==> src/hw/ib_cfg_pkg.sv <==
// ==========================================================================
// Issue-buffer configuration package
// Sizing of the slot bundle, the issue queues and the sequence tags,
// plus the functional-unit class selector
// ==========================================================================
`default_nettype none

package ib_cfg_pkg;

    // Slots per bundle, also push lanes per queue
    localparam int IS_NUM = 2;

    // Entries per issue queue
    localparam int IB_DEPTH = 8;
    // Occupancy count must hold IB_DEPTH itself
    localparam int IB_CNT_W = $clog2(IB_DEPTH + 1);
    // Circular pointers, depth is a power of two
    localparam int IB_PTR_W = $clog2(IB_DEPTH);

    // Age tag, compared with wrap-around
    localparam int SEQ_W = 6;

    // Functional-unit class, router parameter and issue class code
    typedef enum logic {
        FU_ALU  = 1'b0,
        FU_MULT = 1'b1
    } fu_sel_e;

endpackage : ib_cfg_pkg

`default_nettype wire

==> src/hw/ib_inst_pkg.sv <==
// ==========================================================================
// Instruction payload package
// Packed issue payload carried through routers, queues and arbiter,
// and the wrap-around age compare on sequence tags
// ==========================================================================
`default_nettype none

package ib_inst_pkg;

    import ib_cfg_pkg::*;

    // Field widths of the payload
    localparam int OPCODE_W   = 8;
    localparam int DEST_TAG_W = 6;
    localparam int SRC_W      = 13;

    // ======================================================================
    // Issue payload, 46 bits
    // ======================================================================
    typedef struct packed {
        // Age tag, assigned in program order
        logic [SEQ_W-1:0]      seq;
        logic [OPCODE_W-1:0]   opcode;
        // Physical destination tag
        logic [DEST_TAG_W-1:0] dest_tag;
        // Source operands
        logic [SRC_W-1:0]      src_a;
        logic [SRC_W-1:0]      src_b;
    } is_inst_t;

    // ======================================================================
    // Age compare
    // ======================================================================
    // True when seq_a is older than seq_b
    // Negative wrapped difference means seq_a came first,
    // valid while at most half the tag range is in flight
    function automatic logic seq_older(
        input logic [SEQ_W-1:0] seq_a,
        input logic [SEQ_W-1:0] seq_b
    );
        logic [SEQ_W-1:0] diff;
        diff = seq_a - seq_b;
        return diff[SEQ_W-1];
    endfunction

endpackage : ib_inst_pkg

`default_nettype wire

==> src/hw/ib_push_router.sv <==
// ==========================================================================
// Issue-buffer push-in router
// Picks the slots of one functional-unit class out of the bundle and
// packs them, in slot order, onto the lowest push lanes of its queue
// ==========================================================================
`default_nettype none

module ib_push_router
    import ib_cfg_pkg::*;
    import ib_inst_pkg::*;
#(
    parameter fu_sel_e C_FU_TYPE = FU_ALU
) (
    // Slot bundle from the reservation station
    input  logic     [IS_NUM-1:0] rs_valid_i,
    input  logic     [IS_NUM-1:0] rs_alu_i,
    input  logic     [IS_NUM-1:0] rs_mult_i,
    input  is_inst_t [IS_NUM-1:0] rs_inst_i,
    // Bundle taken this cycle by both routers
    input  logic                  accept_i,
    output logic                  ready_o,
    // Push lanes into the issue queue
    output logic     [IS_NUM-1:0] m_valid_o,
    input  logic     [IS_NUM-1:0] m_ready_i,
    output is_inst_t [IS_NUM-1:0] m_inst_o
);

    // Class bit of each slot for this router
    logic [IS_NUM-1:0] class_bit;
    // Slots that belong to this router
    logic [IS_NUM-1:0] sel_valid;

    // ======================================================================
    // Queue readiness
    // ======================================================================
    // Worst case every slot lands here, so all lanes must be free
    assign ready_o = &m_ready_i;

    // ======================================================================
    // Class select
    // ======================================================================
    assign class_bit = (C_FU_TYPE == FU_MULT) ? rs_mult_i : rs_alu_i;
    assign sel_valid = rs_valid_i & class_bit;

    // ======================================================================
    // Compaction onto push lanes
    // ======================================================================
    always_comb begin
        int lane;
        lane      = 0;
        m_valid_o = '0;
        m_inst_o  = '0;
        // Walk slots in order, next selected slot takes next free lane
        for (int s = 0; s < IS_NUM; s++) begin
            if (sel_valid[s]) begin
                // Lanes only push on an accepted bundle
                m_valid_o[lane] = accept_i;
                m_inst_o[lane]  = rs_inst_i[s];
                lane++;
            end
        end
    end

    // ======================================================================
    // Checks
    // ======================================================================
    // Each valid slot of an accepted bundle names exactly one class
    always_comb begin
        if (accept_i) begin
            a_one_class : assert ((rs_valid_i & ~(rs_alu_i ^ rs_mult_i)) == '0)
                else $error("slot with zero or two class bits");
        end
    end

endmodule : ib_push_router

`default_nettype wire

==> src/hw/ib_queue.sv <==
// ==========================================================================
// Issue-buffer queue
// Circular buffer taking up to IS_NUM pushes per cycle at consecutive
// entries and handing out one head per cycle
// ==========================================================================
`default_nettype none

module ib_queue
    import ib_cfg_pkg::*;
    import ib_inst_pkg::*;
(
    input  logic                  clk_i,
    input  logic                  arst_n_i,
    // Push lanes, valid lanes form a prefix from lane 0
    input  logic     [IS_NUM-1:0] push_valid_i,
    input  is_inst_t [IS_NUM-1:0] push_inst_i,
    output logic     [IS_NUM-1:0] push_ready_o,
    // Head port
    output logic                  head_valid_o,
    output is_inst_t              head_inst_o,
    input  logic                  pop_i
);

    // Entry storage
    is_inst_t mem [IB_DEPTH];

    // Pointers and occupancy
    logic [IB_PTR_W-1:0] wr_ptr_q;
    logic [IB_PTR_W-1:0] rd_ptr_q;
    logic [IB_CNT_W-1:0] cnt_q;

    logic [IB_CNT_W-1:0] free_cnt;
    logic [IB_CNT_W-1:0] push_num;
    logic                pop_fire;

    // ======================================================================
    // Space and head
    // ======================================================================
    // Registered count only, a pop frees room from next cycle
    assign free_cnt = IB_CNT_W'(IB_DEPTH) - cnt_q;

    always_comb begin
        for (int k = 0; k < IS_NUM; k++) begin
            // Lane k needs k+1 free entries
            push_ready_o[k] = (free_cnt > IB_CNT_W'(k));
        end
    end

    assign head_valid_o = (cnt_q != '0);
    assign head_inst_o  = mem[rd_ptr_q];
    assign pop_fire     = pop_i & head_valid_o;

    // Number of lanes pushing this cycle
    always_comb begin
        push_num = '0;
        for (int k = 0; k < IS_NUM; k++) begin
            push_num = push_num + IB_CNT_W'(push_valid_i[k]);
        end
    end

    // ======================================================================
    // Storage write
    // ======================================================================
    // Lane k goes k entries past the write pointer, wrap is free
    always_ff @(posedge clk_i) begin
        for (int k = 0; k < IS_NUM; k++) begin
            if (push_valid_i[k]) begin
                mem[wr_ptr_q + IB_PTR_W'(k)] <= push_inst_i[k];
            end
        end
    end

    // ======================================================================
    // Pointer and count update
    // ======================================================================
    always_ff @(posedge clk_i or negedge arst_n_i) begin
        if (!arst_n_i) begin
            wr_ptr_q <= '0;
            rd_ptr_q <= '0;
            cnt_q    <= '0;
        end else begin
            wr_ptr_q <= wr_ptr_q + IB_PTR_W'(push_num);
            if (pop_fire) begin
                rd_ptr_q <= rd_ptr_q + 1'b1;
            end
            cnt_q <= cnt_q + push_num - IB_CNT_W'(pop_fire);
        end
    end

    // ======================================================================
    // Checks
    // ======================================================================
    // Router gating must keep pushes within registered free space
    a_no_overflow : assert property (@(posedge clk_i) disable iff (!arst_n_i)
        push_num <= free_cnt);

    // Arbiter pops only a valid head
    a_no_underflow : assert property (@(posedge clk_i) disable iff (!arst_n_i)
        pop_i |-> head_valid_o);

    a_cnt_bound : assert property (@(posedge clk_i) disable iff (!arst_n_i)
        cnt_q <= IB_CNT_W'(IB_DEPTH));

endmodule : ib_queue

`default_nettype wire

==> src/hw/ib_issue_arbiter.sv <==
// ==========================================================================
// Issue arbiter
// Oldest-first merge of the ALU and multiplier queue heads into one
// registered issue port
// ==========================================================================
`default_nettype none

module ib_issue_arbiter
    import ib_cfg_pkg::*;
    import ib_inst_pkg::*;
(
    input  logic     clk_i,
    input  logic     arst_n_i,
    // Queue heads
    input  logic     alu_valid_i,
    input  is_inst_t alu_inst_i,
    output logic     alu_pop_o,
    input  logic     mult_valid_i,
    input  is_inst_t mult_inst_i,
    output logic     mult_pop_o,
    // Issue port
    output logic     iss_valid_o,
    output fu_sel_e  iss_fu_o,
    output is_inst_t iss_inst_o,
    input  logic     iss_ready_i
);

    logic load_en;
    logic pick_mult;

    // Output register empty or draining this edge
    assign load_en = !iss_valid_o || iss_ready_i;

    // Multiplier wins when alone or older
    assign pick_mult = mult_valid_i &&
                       (!alu_valid_i || seq_older(mult_inst_i.seq, alu_inst_i.seq));

    assign alu_pop_o  = load_en && alu_valid_i && !pick_mult;
    assign mult_pop_o = load_en && pick_mult;

    // ======================================================================
    // Output register
    // ======================================================================
    always_ff @(posedge clk_i or negedge arst_n_i) begin
        if (!arst_n_i) begin
            iss_valid_o <= 1'b0;
            iss_fu_o    <= FU_ALU;
        end else if (load_en) begin
            iss_valid_o <= alu_pop_o || mult_pop_o;
            iss_fu_o    <= pick_mult ? FU_MULT : FU_ALU;
        end
    end

    // Payload follows the winning head
    always_ff @(posedge clk_i) begin
        if (load_en) begin
            iss_inst_o <= pick_mult ? mult_inst_i : alu_inst_i;
        end
    end

    // ======================================================================
    // Checks
    // ======================================================================
    // Head tags differ and are not half the tag range apart
    a_age_order : assert property (@(posedge clk_i) disable iff (!arst_n_i)
        (alu_valid_i && mult_valid_i) |->
            (seq_older(alu_inst_i.seq, mult_inst_i.seq) !=
             seq_older(mult_inst_i.seq, alu_inst_i.seq)));

endmodule : ib_issue_arbiter

`default_nettype wire

==> src/hw/ib_top.sv <==
// ==========================================================================
// Issue-buffer front end
// Two class routers feed two issue queues, merged oldest-first
// ==========================================================================
`default_nettype none

module ib_top
    import ib_cfg_pkg::*;
    import ib_inst_pkg::*;
(
    input  logic                  clk_i,
    input  logic                  arst_n_i,
    // Reservation station bundle
    input  logic     [IS_NUM-1:0] rs_valid_i,
    input  logic     [IS_NUM-1:0] rs_alu_i,
    input  logic     [IS_NUM-1:0] rs_mult_i,
    input  is_inst_t [IS_NUM-1:0] rs_inst_i,
    output logic                  rs_ready_o,
    // Issue port
    output logic                  iss_valid_o,
    output fu_sel_e               iss_fu_o,
    output is_inst_t              iss_inst_o,
    input  logic                  iss_ready_i
);

    // ALU path
    logic                  alu_rdy;
    logic     [IS_NUM-1:0] alu_push_valid;
    logic     [IS_NUM-1:0] alu_push_ready;
    is_inst_t [IS_NUM-1:0] alu_push_inst;
    logic                  alu_head_valid;
    is_inst_t              alu_head_inst;
    logic                  alu_pop;

    // Multiplier path
    logic                  mult_rdy;
    logic     [IS_NUM-1:0] mult_push_valid;
    logic     [IS_NUM-1:0] mult_push_ready;
    is_inst_t [IS_NUM-1:0] mult_push_inst;
    logic                  mult_head_valid;
    is_inst_t              mult_head_inst;
    logic                  mult_pop;

    // Bundle taken only when both queues have room
    assign rs_ready_o = alu_rdy & mult_rdy;

    // ======================================================================
    // Routers
    // ======================================================================
    ib_push_router #(.C_FU_TYPE(FU_ALU)) u_alu_router (
        .rs_valid_i(rs_valid_i), .rs_alu_i(rs_alu_i), .rs_mult_i(rs_mult_i),
        .rs_inst_i(rs_inst_i), .accept_i(rs_ready_o), .ready_o(alu_rdy),
        .m_valid_o(alu_push_valid), .m_ready_i(alu_push_ready), .m_inst_o(alu_push_inst)
    );

    ib_push_router #(.C_FU_TYPE(FU_MULT)) u_mult_router (
        .rs_valid_i(rs_valid_i), .rs_alu_i(rs_alu_i), .rs_mult_i(rs_mult_i),
        .rs_inst_i(rs_inst_i), .accept_i(rs_ready_o), .ready_o(mult_rdy),
        .m_valid_o(mult_push_valid), .m_ready_i(mult_push_ready), .m_inst_o(mult_push_inst)
    );

    // ======================================================================
    // Queues
    // ======================================================================
    ib_queue u_alu_queue (
        .clk_i(clk_i), .arst_n_i(arst_n_i),
        .push_valid_i(alu_push_valid), .push_inst_i(alu_push_inst),
        .push_ready_o(alu_push_ready), .head_valid_o(alu_head_valid),
        .head_inst_o(alu_head_inst), .pop_i(alu_pop)
    );

    ib_queue u_mult_queue (
        .clk_i(clk_i), .arst_n_i(arst_n_i),
        .push_valid_i(mult_push_valid), .push_inst_i(mult_push_inst),
        .push_ready_o(mult_push_ready), .head_valid_o(mult_head_valid),
        .head_inst_o(mult_head_inst), .pop_i(mult_pop)
    );

    // Oldest-first issue
    ib_issue_arbiter u_arbiter (
        .clk_i(clk_i), .arst_n_i(arst_n_i),
        .alu_valid_i(alu_head_valid), .alu_inst_i(alu_head_inst), .alu_pop_o(alu_pop),
        .mult_valid_i(mult_head_valid), .mult_inst_i(mult_head_inst), .mult_pop_o(mult_pop),
        .iss_valid_o(iss_valid_o), .iss_fu_o(iss_fu_o), .iss_inst_o(iss_inst_o),
        .iss_ready_i(iss_ready_i)
    );

endmodule : ib_top

`default_nettype wire

==> config.mk <==
export PLATFORM = sky130hd
export DESIGN_NAME = ib_top
export DESIGN_NICKNAME = d
export VERILOG_FILES = /design/src/hw/ib_cfg_pkg.sv /design/src/hw/ib_inst_pkg.sv /design/src/hw/ib_push_router.sv /design/src/hw/ib_queue.sv /design/src/hw/ib_issue_arbiter.sv /design/src/hw/ib_top.sv
export SDC_FILE = /design/constraint.sdc
export NUM_CORES = 2
export LEC_CHECK = 0
export ABC_AREA = 1
export BUFFER_PORTS_ARGS = -buffer_cell sky130_fd_sc_hd__buf_2
export CORE_MARGIN = 2
export CORE_UTILIZATION = 35
export CTS_CLUSTER_DIAMETER = 30
export CTS_CLUSTER_SIZE = 24
export DETAILED_ROUTE_END_ITERATION = 12
export PLACE_DENSITY = 0.62
export SETUP_SLACK_MARGIN = 0.2
export SLEW_MARGIN = 0
export SYNTH_ARGS = -nofsm -noshare
export SYNTH_HDL_FRONTEND = slang
export SYNTH_SLANG_ARGS = --single-unit
==> constraint.sdc <==
create_clock -name clk_i -period 8.5 [get_ports clk_i]
set_input_delay 0.85 -clock clk_i [delete_from_list [all_inputs] [get_ports clk_i]]
set_output_delay 0.85 -clock clk_i [all_outputs]
set_load 0.005 [all_outputs]
[After elaboration in Yosys (flattened, before gate mapping)]
Memory sizes are Yosys's and may differ from the RTL's.
Cells that the tools add are included.
Widths: inputs -> output; s select.
Word-level totals
  flip-flop bits (word level): 68
  memory bits (writable): 736
  input port bits: 101
  output and inout port bits: 49
  memories: 2
Memory list
  u_alu_queue.mem: depth 8, bits a word 46, read ports 1, clocked after memory_dff 0, wr ports 2, RTL line ib_queue.sv:25  | is_inst_t mem [IB_DEPTH];
  u_mult_queue.mem: depth 8, bits a word 46, read ports 1, clocked after memory_dff 0, wr ports 2, RTL line ib_queue.sv:25
Operators by class
  add/sub/neg operators: 15
  order comparisons: 8
  multiplexer cells: 32
  bitwise logic cells: 5
  reductions and logical operators: 16
Operators with widths (number)
  $mux 46: 5
  $bwmux 92: 2
  $mux 92: 2
  $demux 46 s1: 2
  $gt 4x1->1 const B: 4
  $mux 1: 15
  $add 3x1->3 const B: 4
  $add 4x4->4: 2
  $reduce_bool 4->1: 2
  $sub 4x1->4: 2
  $sub 4x4->4 const A: 2
  $add 3x3->3: 2
  $logic_and 1x1->1: 6
  $sub 6x6->6: 1
  $add 1x1->2: 2
  $and 2x2->2: 2
  $bwmux 2: 2
  $lt 1x2->1 const B: 2
  $mux 2: 2
  $reduce_and 2->1: 2
  $and 1x1->1: 3
  $logic_not 1->1: 3
  $logic_or 1x1->1: 3
  $demux 1 s1: 2
  $ge 1x1->1 const B: 2

[Logic depth before layout (Yosys ltp)]
  word-level depth: 11
  mapped depth: 24
  depth with buffers taken out: 22

[Cells and area by module]
Synthesis repeated with hierarchy kept, for this count alone.
Unflattened totals
  cells, all modules: 6936
  area, all modules: 51131.5 um2
Modules (own cells, without submodules)
  ib_queue: times used 2, cells an instance 3038, area each 23039.6 um2, sequential area each 11300.8 um2
  ib_push_router: times used 2, cells an instance 308, area each 1350.0 um2, sequential area each 0.0 um2
  ib_issue_arbiter: times used 1, cells an instance 242, area each 2344.7 um2, sequential area each 1431.4 um2
  ib_top: times used 1, cells an instance 2, area each 7.5 um2, sequential area each 0.0 um2

[Worst setup path after synthesis]
Ideal clock, no wire load.
  kind: input to register
  start point: in rs_valid_i[0]
  end point: mem u_mult_queue.mem[0][0] (netlist bit) (enable)
  arrival time: 5.045 ns
  data required time: 7.982 ns
  slack: 2.937 ns
  stages: 6
  path buffers: 2
  path through: nand2_1 -> clkbuf_1 -> clkbuf_1 -> nand2_1 -> nand2_1 -> o31ai_1
RTL lines
  from (decl): RTL line ib_top.sv:14  | input logic [IS_NUM-1:0] rs_valid_i,
  to (decl): RTL line ib_queue.sv:25

[Worst setup path in the final report]
  start point: reg u_alu_queue.rd_ptr_q[1]
  end point: reg u_mult_queue.cnt_q[2]
On the way
  cells in the longest elaborated chain, start to end: 7
Ends and longest elaborated chain
  from (decl): RTL line ib_queue.sv:29  | logic [IB_PTR_W-1:0] rd_ptr_q;
  from (signal assigned): RTL line ib_queue.sv:84  | rd_ptr_q <= rd_ptr_q + 1'b1;
  $mem_v2 8x46
  $sub 6x6->6: RTL line ib_inst_pkg.sv:42  | diff = seq_a - seq_b;
  $logic_or 1x1->1: RTL line ib_issue_arbiter.sv:36  | (!alu_valid_i || seq_older(mult_inst_i.seq, alu_inst_i.seq));
  $logic_and 1x1->1: RTL line ib_issue_arbiter.sv:35  | assign pick_mult = mult_valid_i &&
  $logic_and 1x1->1: RTL line ib_issue_arbiter.sv:39  | assign mult_pop_o = load_en && pick_mult;
  $and 1x1->1: RTL line ib_queue.sv:51  | assign pop_fire = pop_i & head_valid_o;
  net u_mult_queue.pop_fire: RTL line ib_queue.sv:34  | logic pop_fire;
  $sub 4x1->4: RTL line ib_queue.sv:86  | cnt_q <= cnt_q + push_num - IB_CNT_W'(pop_fire);
  to (signal assigned): RTL line ib_queue.sv:86
  to (decl): RTL line ib_queue.sv:30  | logic [IB_CNT_W-1:0] cnt_q;
The timed path passes the listed nets, and every way through them passes these cells.
A chain may end at the register's enable or synchronous reset.

==> results_dict.tcl <==
set metrics [dict create \
    drtAntennaViolNets 0 \
    power.share.combinational 0.371 \
    ys_ff_latch 804 \
    place_hpwl_um 94900 \
    p_clk_frac 0.315 \
    rr_worst_depth 20 \
    setup_viol 0 \
    synth.mux.area_fraction 0 \
    clock_latency_ns 0.77 \
    worst-path-max-fanout 49 \
    wirelength_um 174000 \
    root_buffer "clkbuf_16" \
    max_cap_violations 0 \
    cts_made_buffers 147 \
    core_area_um2 123600 \
    nNetsFinal 5203 \
    fin_crit_sh 0.7023 \
    utilization 0.4079 \
    r2r_slack_ns 2.53 \
    crit_start "u_alu_queue.rd_ptr_q[1]" \
    ir_worst_vdd_v 0.0004542 \
    finalMaxSlewViolations 0 \
    initial_core_util 0.3521 \
    io_pins 150 \
    post_cts_buffers 0 \
    worst_pin_slew_ns 1.381 \
    remaining_drc_errors 0 \
    slowest_delay_ns 0.90 \
    synth_fp_nets 5239 \
    vias 40378 \
    ys_warn_count 0 \
    layout_commonest_cell "nand2_1" \
    final_cell_mix "nand2_1 (2085), edfxtp_1 (782), nand3_1 (673)" \
    async_flop_share 0.02736 \
    crit_chain "clkinv_2 > o21ai_0 > o22ai_1 > nand2_1 > o21ai_0 > inv_1 > ha_1 > a21oi_1 > nor2_1 > a211oi_1 > nand2_1 > nand2_1 > nand3_4 > nand3_1 > inv_1 > ha_1 > inv_1 > ha_1 > fa_1 > xor2_1" \
    arrival_ns 6.62 \
    port_buffers 149 \
    grt_max_degree 185 \
    clk_pin_slew_worst_paths_ns 0.05 \
    p_total_uw 18920 \
    synth-xor-area-share 0.002012 \
    die_h_um 356.7 \
    syn_area_per_cell_um2 8.519 \
    overflow 0 \
    power.leakage_uw 0.02108 \
    cts_tree "built" \
    holdBufCountCts 0 \
    htree_levels 4 \
    top_layer_used "met5" \
    synth_cell_types 35 \
    synth_compound_area_frac 0.1023 \
    worstHoldPathType "input port to asynchronous set/reset pin" \
    cp-start-kind "register" \
    grt_pass1_vias 37487 \
    grt_use_total 0.2665 \
    path_class "register to register" \
    yosysSeqAreaShare 0.5521 \
    hold_viol_final 0 \
    grt_setup_unrepaired "no" \
    dp_slack_ns 2.600 \
    finalClockSkew_ns 0.02627 \
    die_w_um 356.7 \
    row_count 129 \
    synthSimpleGateAreaFrac 0.2762 \
    synth_top_family_by_area "simple AND/OR/NAND/NOR gates" \
    synth_fa_ha_area_frac 0.008738 \
    first_pass_iters 7 \
    final_layout_size_suffix_gt1_frac 0.1009 \
    synth_edf_count 782 \
    gp_congestion 0.8774 \
    max_freq_mhz 167.5 \
    wl_per_cell_um 25.46 \
    min_period_ns 5.970 \
    area_growth_pct 15.85 \
    rr_startpoint "u_alu_queue.rd_ptr_q[1]" \
    worstReg2RegEnd "u_mult_queue.cnt_q[2]" \
    wl_met3_um 24540 \
    antenna_found_initial 16 \
    power_switching_uw 8006 \
    tns_ns 0 \
    maxSlewHeadroom 0.07307 \
    final.setup.worst_slack_ns 2.530 \
    synthFlopType "edfxtp_1" \
    grt_pass1_wl_um 251400 \
    clockBufferDepth 3 \
    die-area_um2 127200 \
    cts.sinks 804 \
    power_density_nw_per_um2 375.3 \
    fin_hold_ws_ns 0.1123 \
    p_int_uw 10920 \
    drt-met1-wl_um 64700 \
    synth_cells 5110 \
    status "completed" \
    routed_via_density 5.909 \
    endpoint_kind "register" \
    worst_ep_required_time_ns 9.15 \
    power_frac_seq 0.313 \
    routed-wl-met2_um 77300 \
    cpMaxStageDelayCell "dfrtp_4" \
    synth.cell_area_um2 43530 \
    cts_resized 0 \
    drt_iter0_markers 6003 \
    p_sw_frac 0.4231 \
]
state kept, by name, summed over array words and instances (netlist names):
signal / flops
u_mult_queue.wr_ptr_q: 3
u_alu_queue.mem: 368
u_mult_queue.rd_ptr_q: 3
u_alu_queue.wr_ptr_q: 3
u_mult_queue.mem: 368
u_mult_queue.cnt_q: 4
u_arbiter.iss_valid_o: 1
u_alu_queue.rd_ptr_q: 3
u_alu_queue.cnt_q: 4
u_arbiter.iss_inst_o: 46
u_arbiter.iss_fu_o: 1
cell usage after synthesis (2+ instances only):
library cell	instances	area, um^2
nand2_1	2101	7886
edfxtp_1	782	23480
nand3_1	677	3388
a21oi_1	323	1617
clkbuf_1	203	762.0
inv_1	165	619.3
a221oi_1	160	1401
nor2_1	159	596.8
buf_2	137	685.7
o21ai_1	88	440.4
o22ai_1	58	362.9
o211ai_1	40	300.3
buf_1	38	142.6
o21ai_0	36	180.2
ha_1	24	300.3
dfrtp_1	22	550.5
buf_4	19	142.6
o31ai_1	16	120.1
buf_6	13	146.4
inv_2	10	37.54
xor2_1	6	52.55
a31oi_1	4	25.02
fa_1	4	80.08
nor4_1	4	25.02
xnor2_1	4	35.03
clkinv_1	3	11.26
nand4_1	3	18.77
nand2_2	2	12.51
nor3_4	2	32.53
or2_2	2	12.51
critical path, delay by kind of cell (launching register included):
kind | cells | cell delay (ns)
simple gates | 6 | 1.34
buf+inv | 4 | 1.14
compound gates | 5 | 1.08
flops | 1 | 0.90
fa+ha+maj | 4 | 1.17
xor+xnor | 1 | 0.17
layer usage:
layer	vias up	global-route usage
met5	-	0
met4	22	0.1131
met3	546	0.08793
met2	3023	0.4052
met1	19225	0.3475
li1	17562	-
worst max path at each step:
| stage | to | slack, ns | depth (start not counted) |
|---|---|---|---|
| 2_1_floorplan | u_mult_queue.mem[0][0] | 2.94 | 6 |
| 3_3_place_gp | u_mult_queue.cnt_q[2] | 2.58 | 20 |
| 3_5_place_dp | u_mult_queue.cnt_q[2] | 2.60 | 20 |
| 4_1_cts | u_mult_queue.cnt_q[2] | 2.62 | 20 |
| 5_1_grt | u_mult_queue.cnt_q[2] | 2.26 | 20 |
| 6_report | u_mult_queue.cnt_q[2] | 2.53 | 20 |
per-stage QoR:
stage                     instance area (um^2)  instances
after global routing                     50430       6832
after global placement                   45450       6562
after CTS                                50430       6831
after detailed placement                 45450       6562
final                                    50430       6833
after floorplan                          43530       5110
area by class of cell:
type / count / area, um^2
timing repair buffer: 226 / 1324
multi-input combinational: 3717 / 17330
fill: 12009 / 73210
clock inverter: 94 / 1069
clock buffer: 175 / 3911
sequential: 804 / 24050
inverter: 178 / 695.7
antenna: 2 / 5.005
tap: 1637 / 2048
power by group through the flow:
stage | clock [uW] | sequential [uW] | combinational (uW)
finish | 5970 | 5930 | 7030
floorplan | 0 | 5680 | 4300
detailed placement | 0 | 5970 | 6790
global route | 6150 | 5970 | 7420
CTS | 5980 | 5910 | 6810
global placement | 0 | 5970 | 6670
kinds of logic after synthesis:
kind of cell	after synthesis
fa+ha+maj	28
compound gates	726
simple gates	2953
xor+xnor	10
flops	804
buf+inv	589
(Power assumes the default switching activity.)
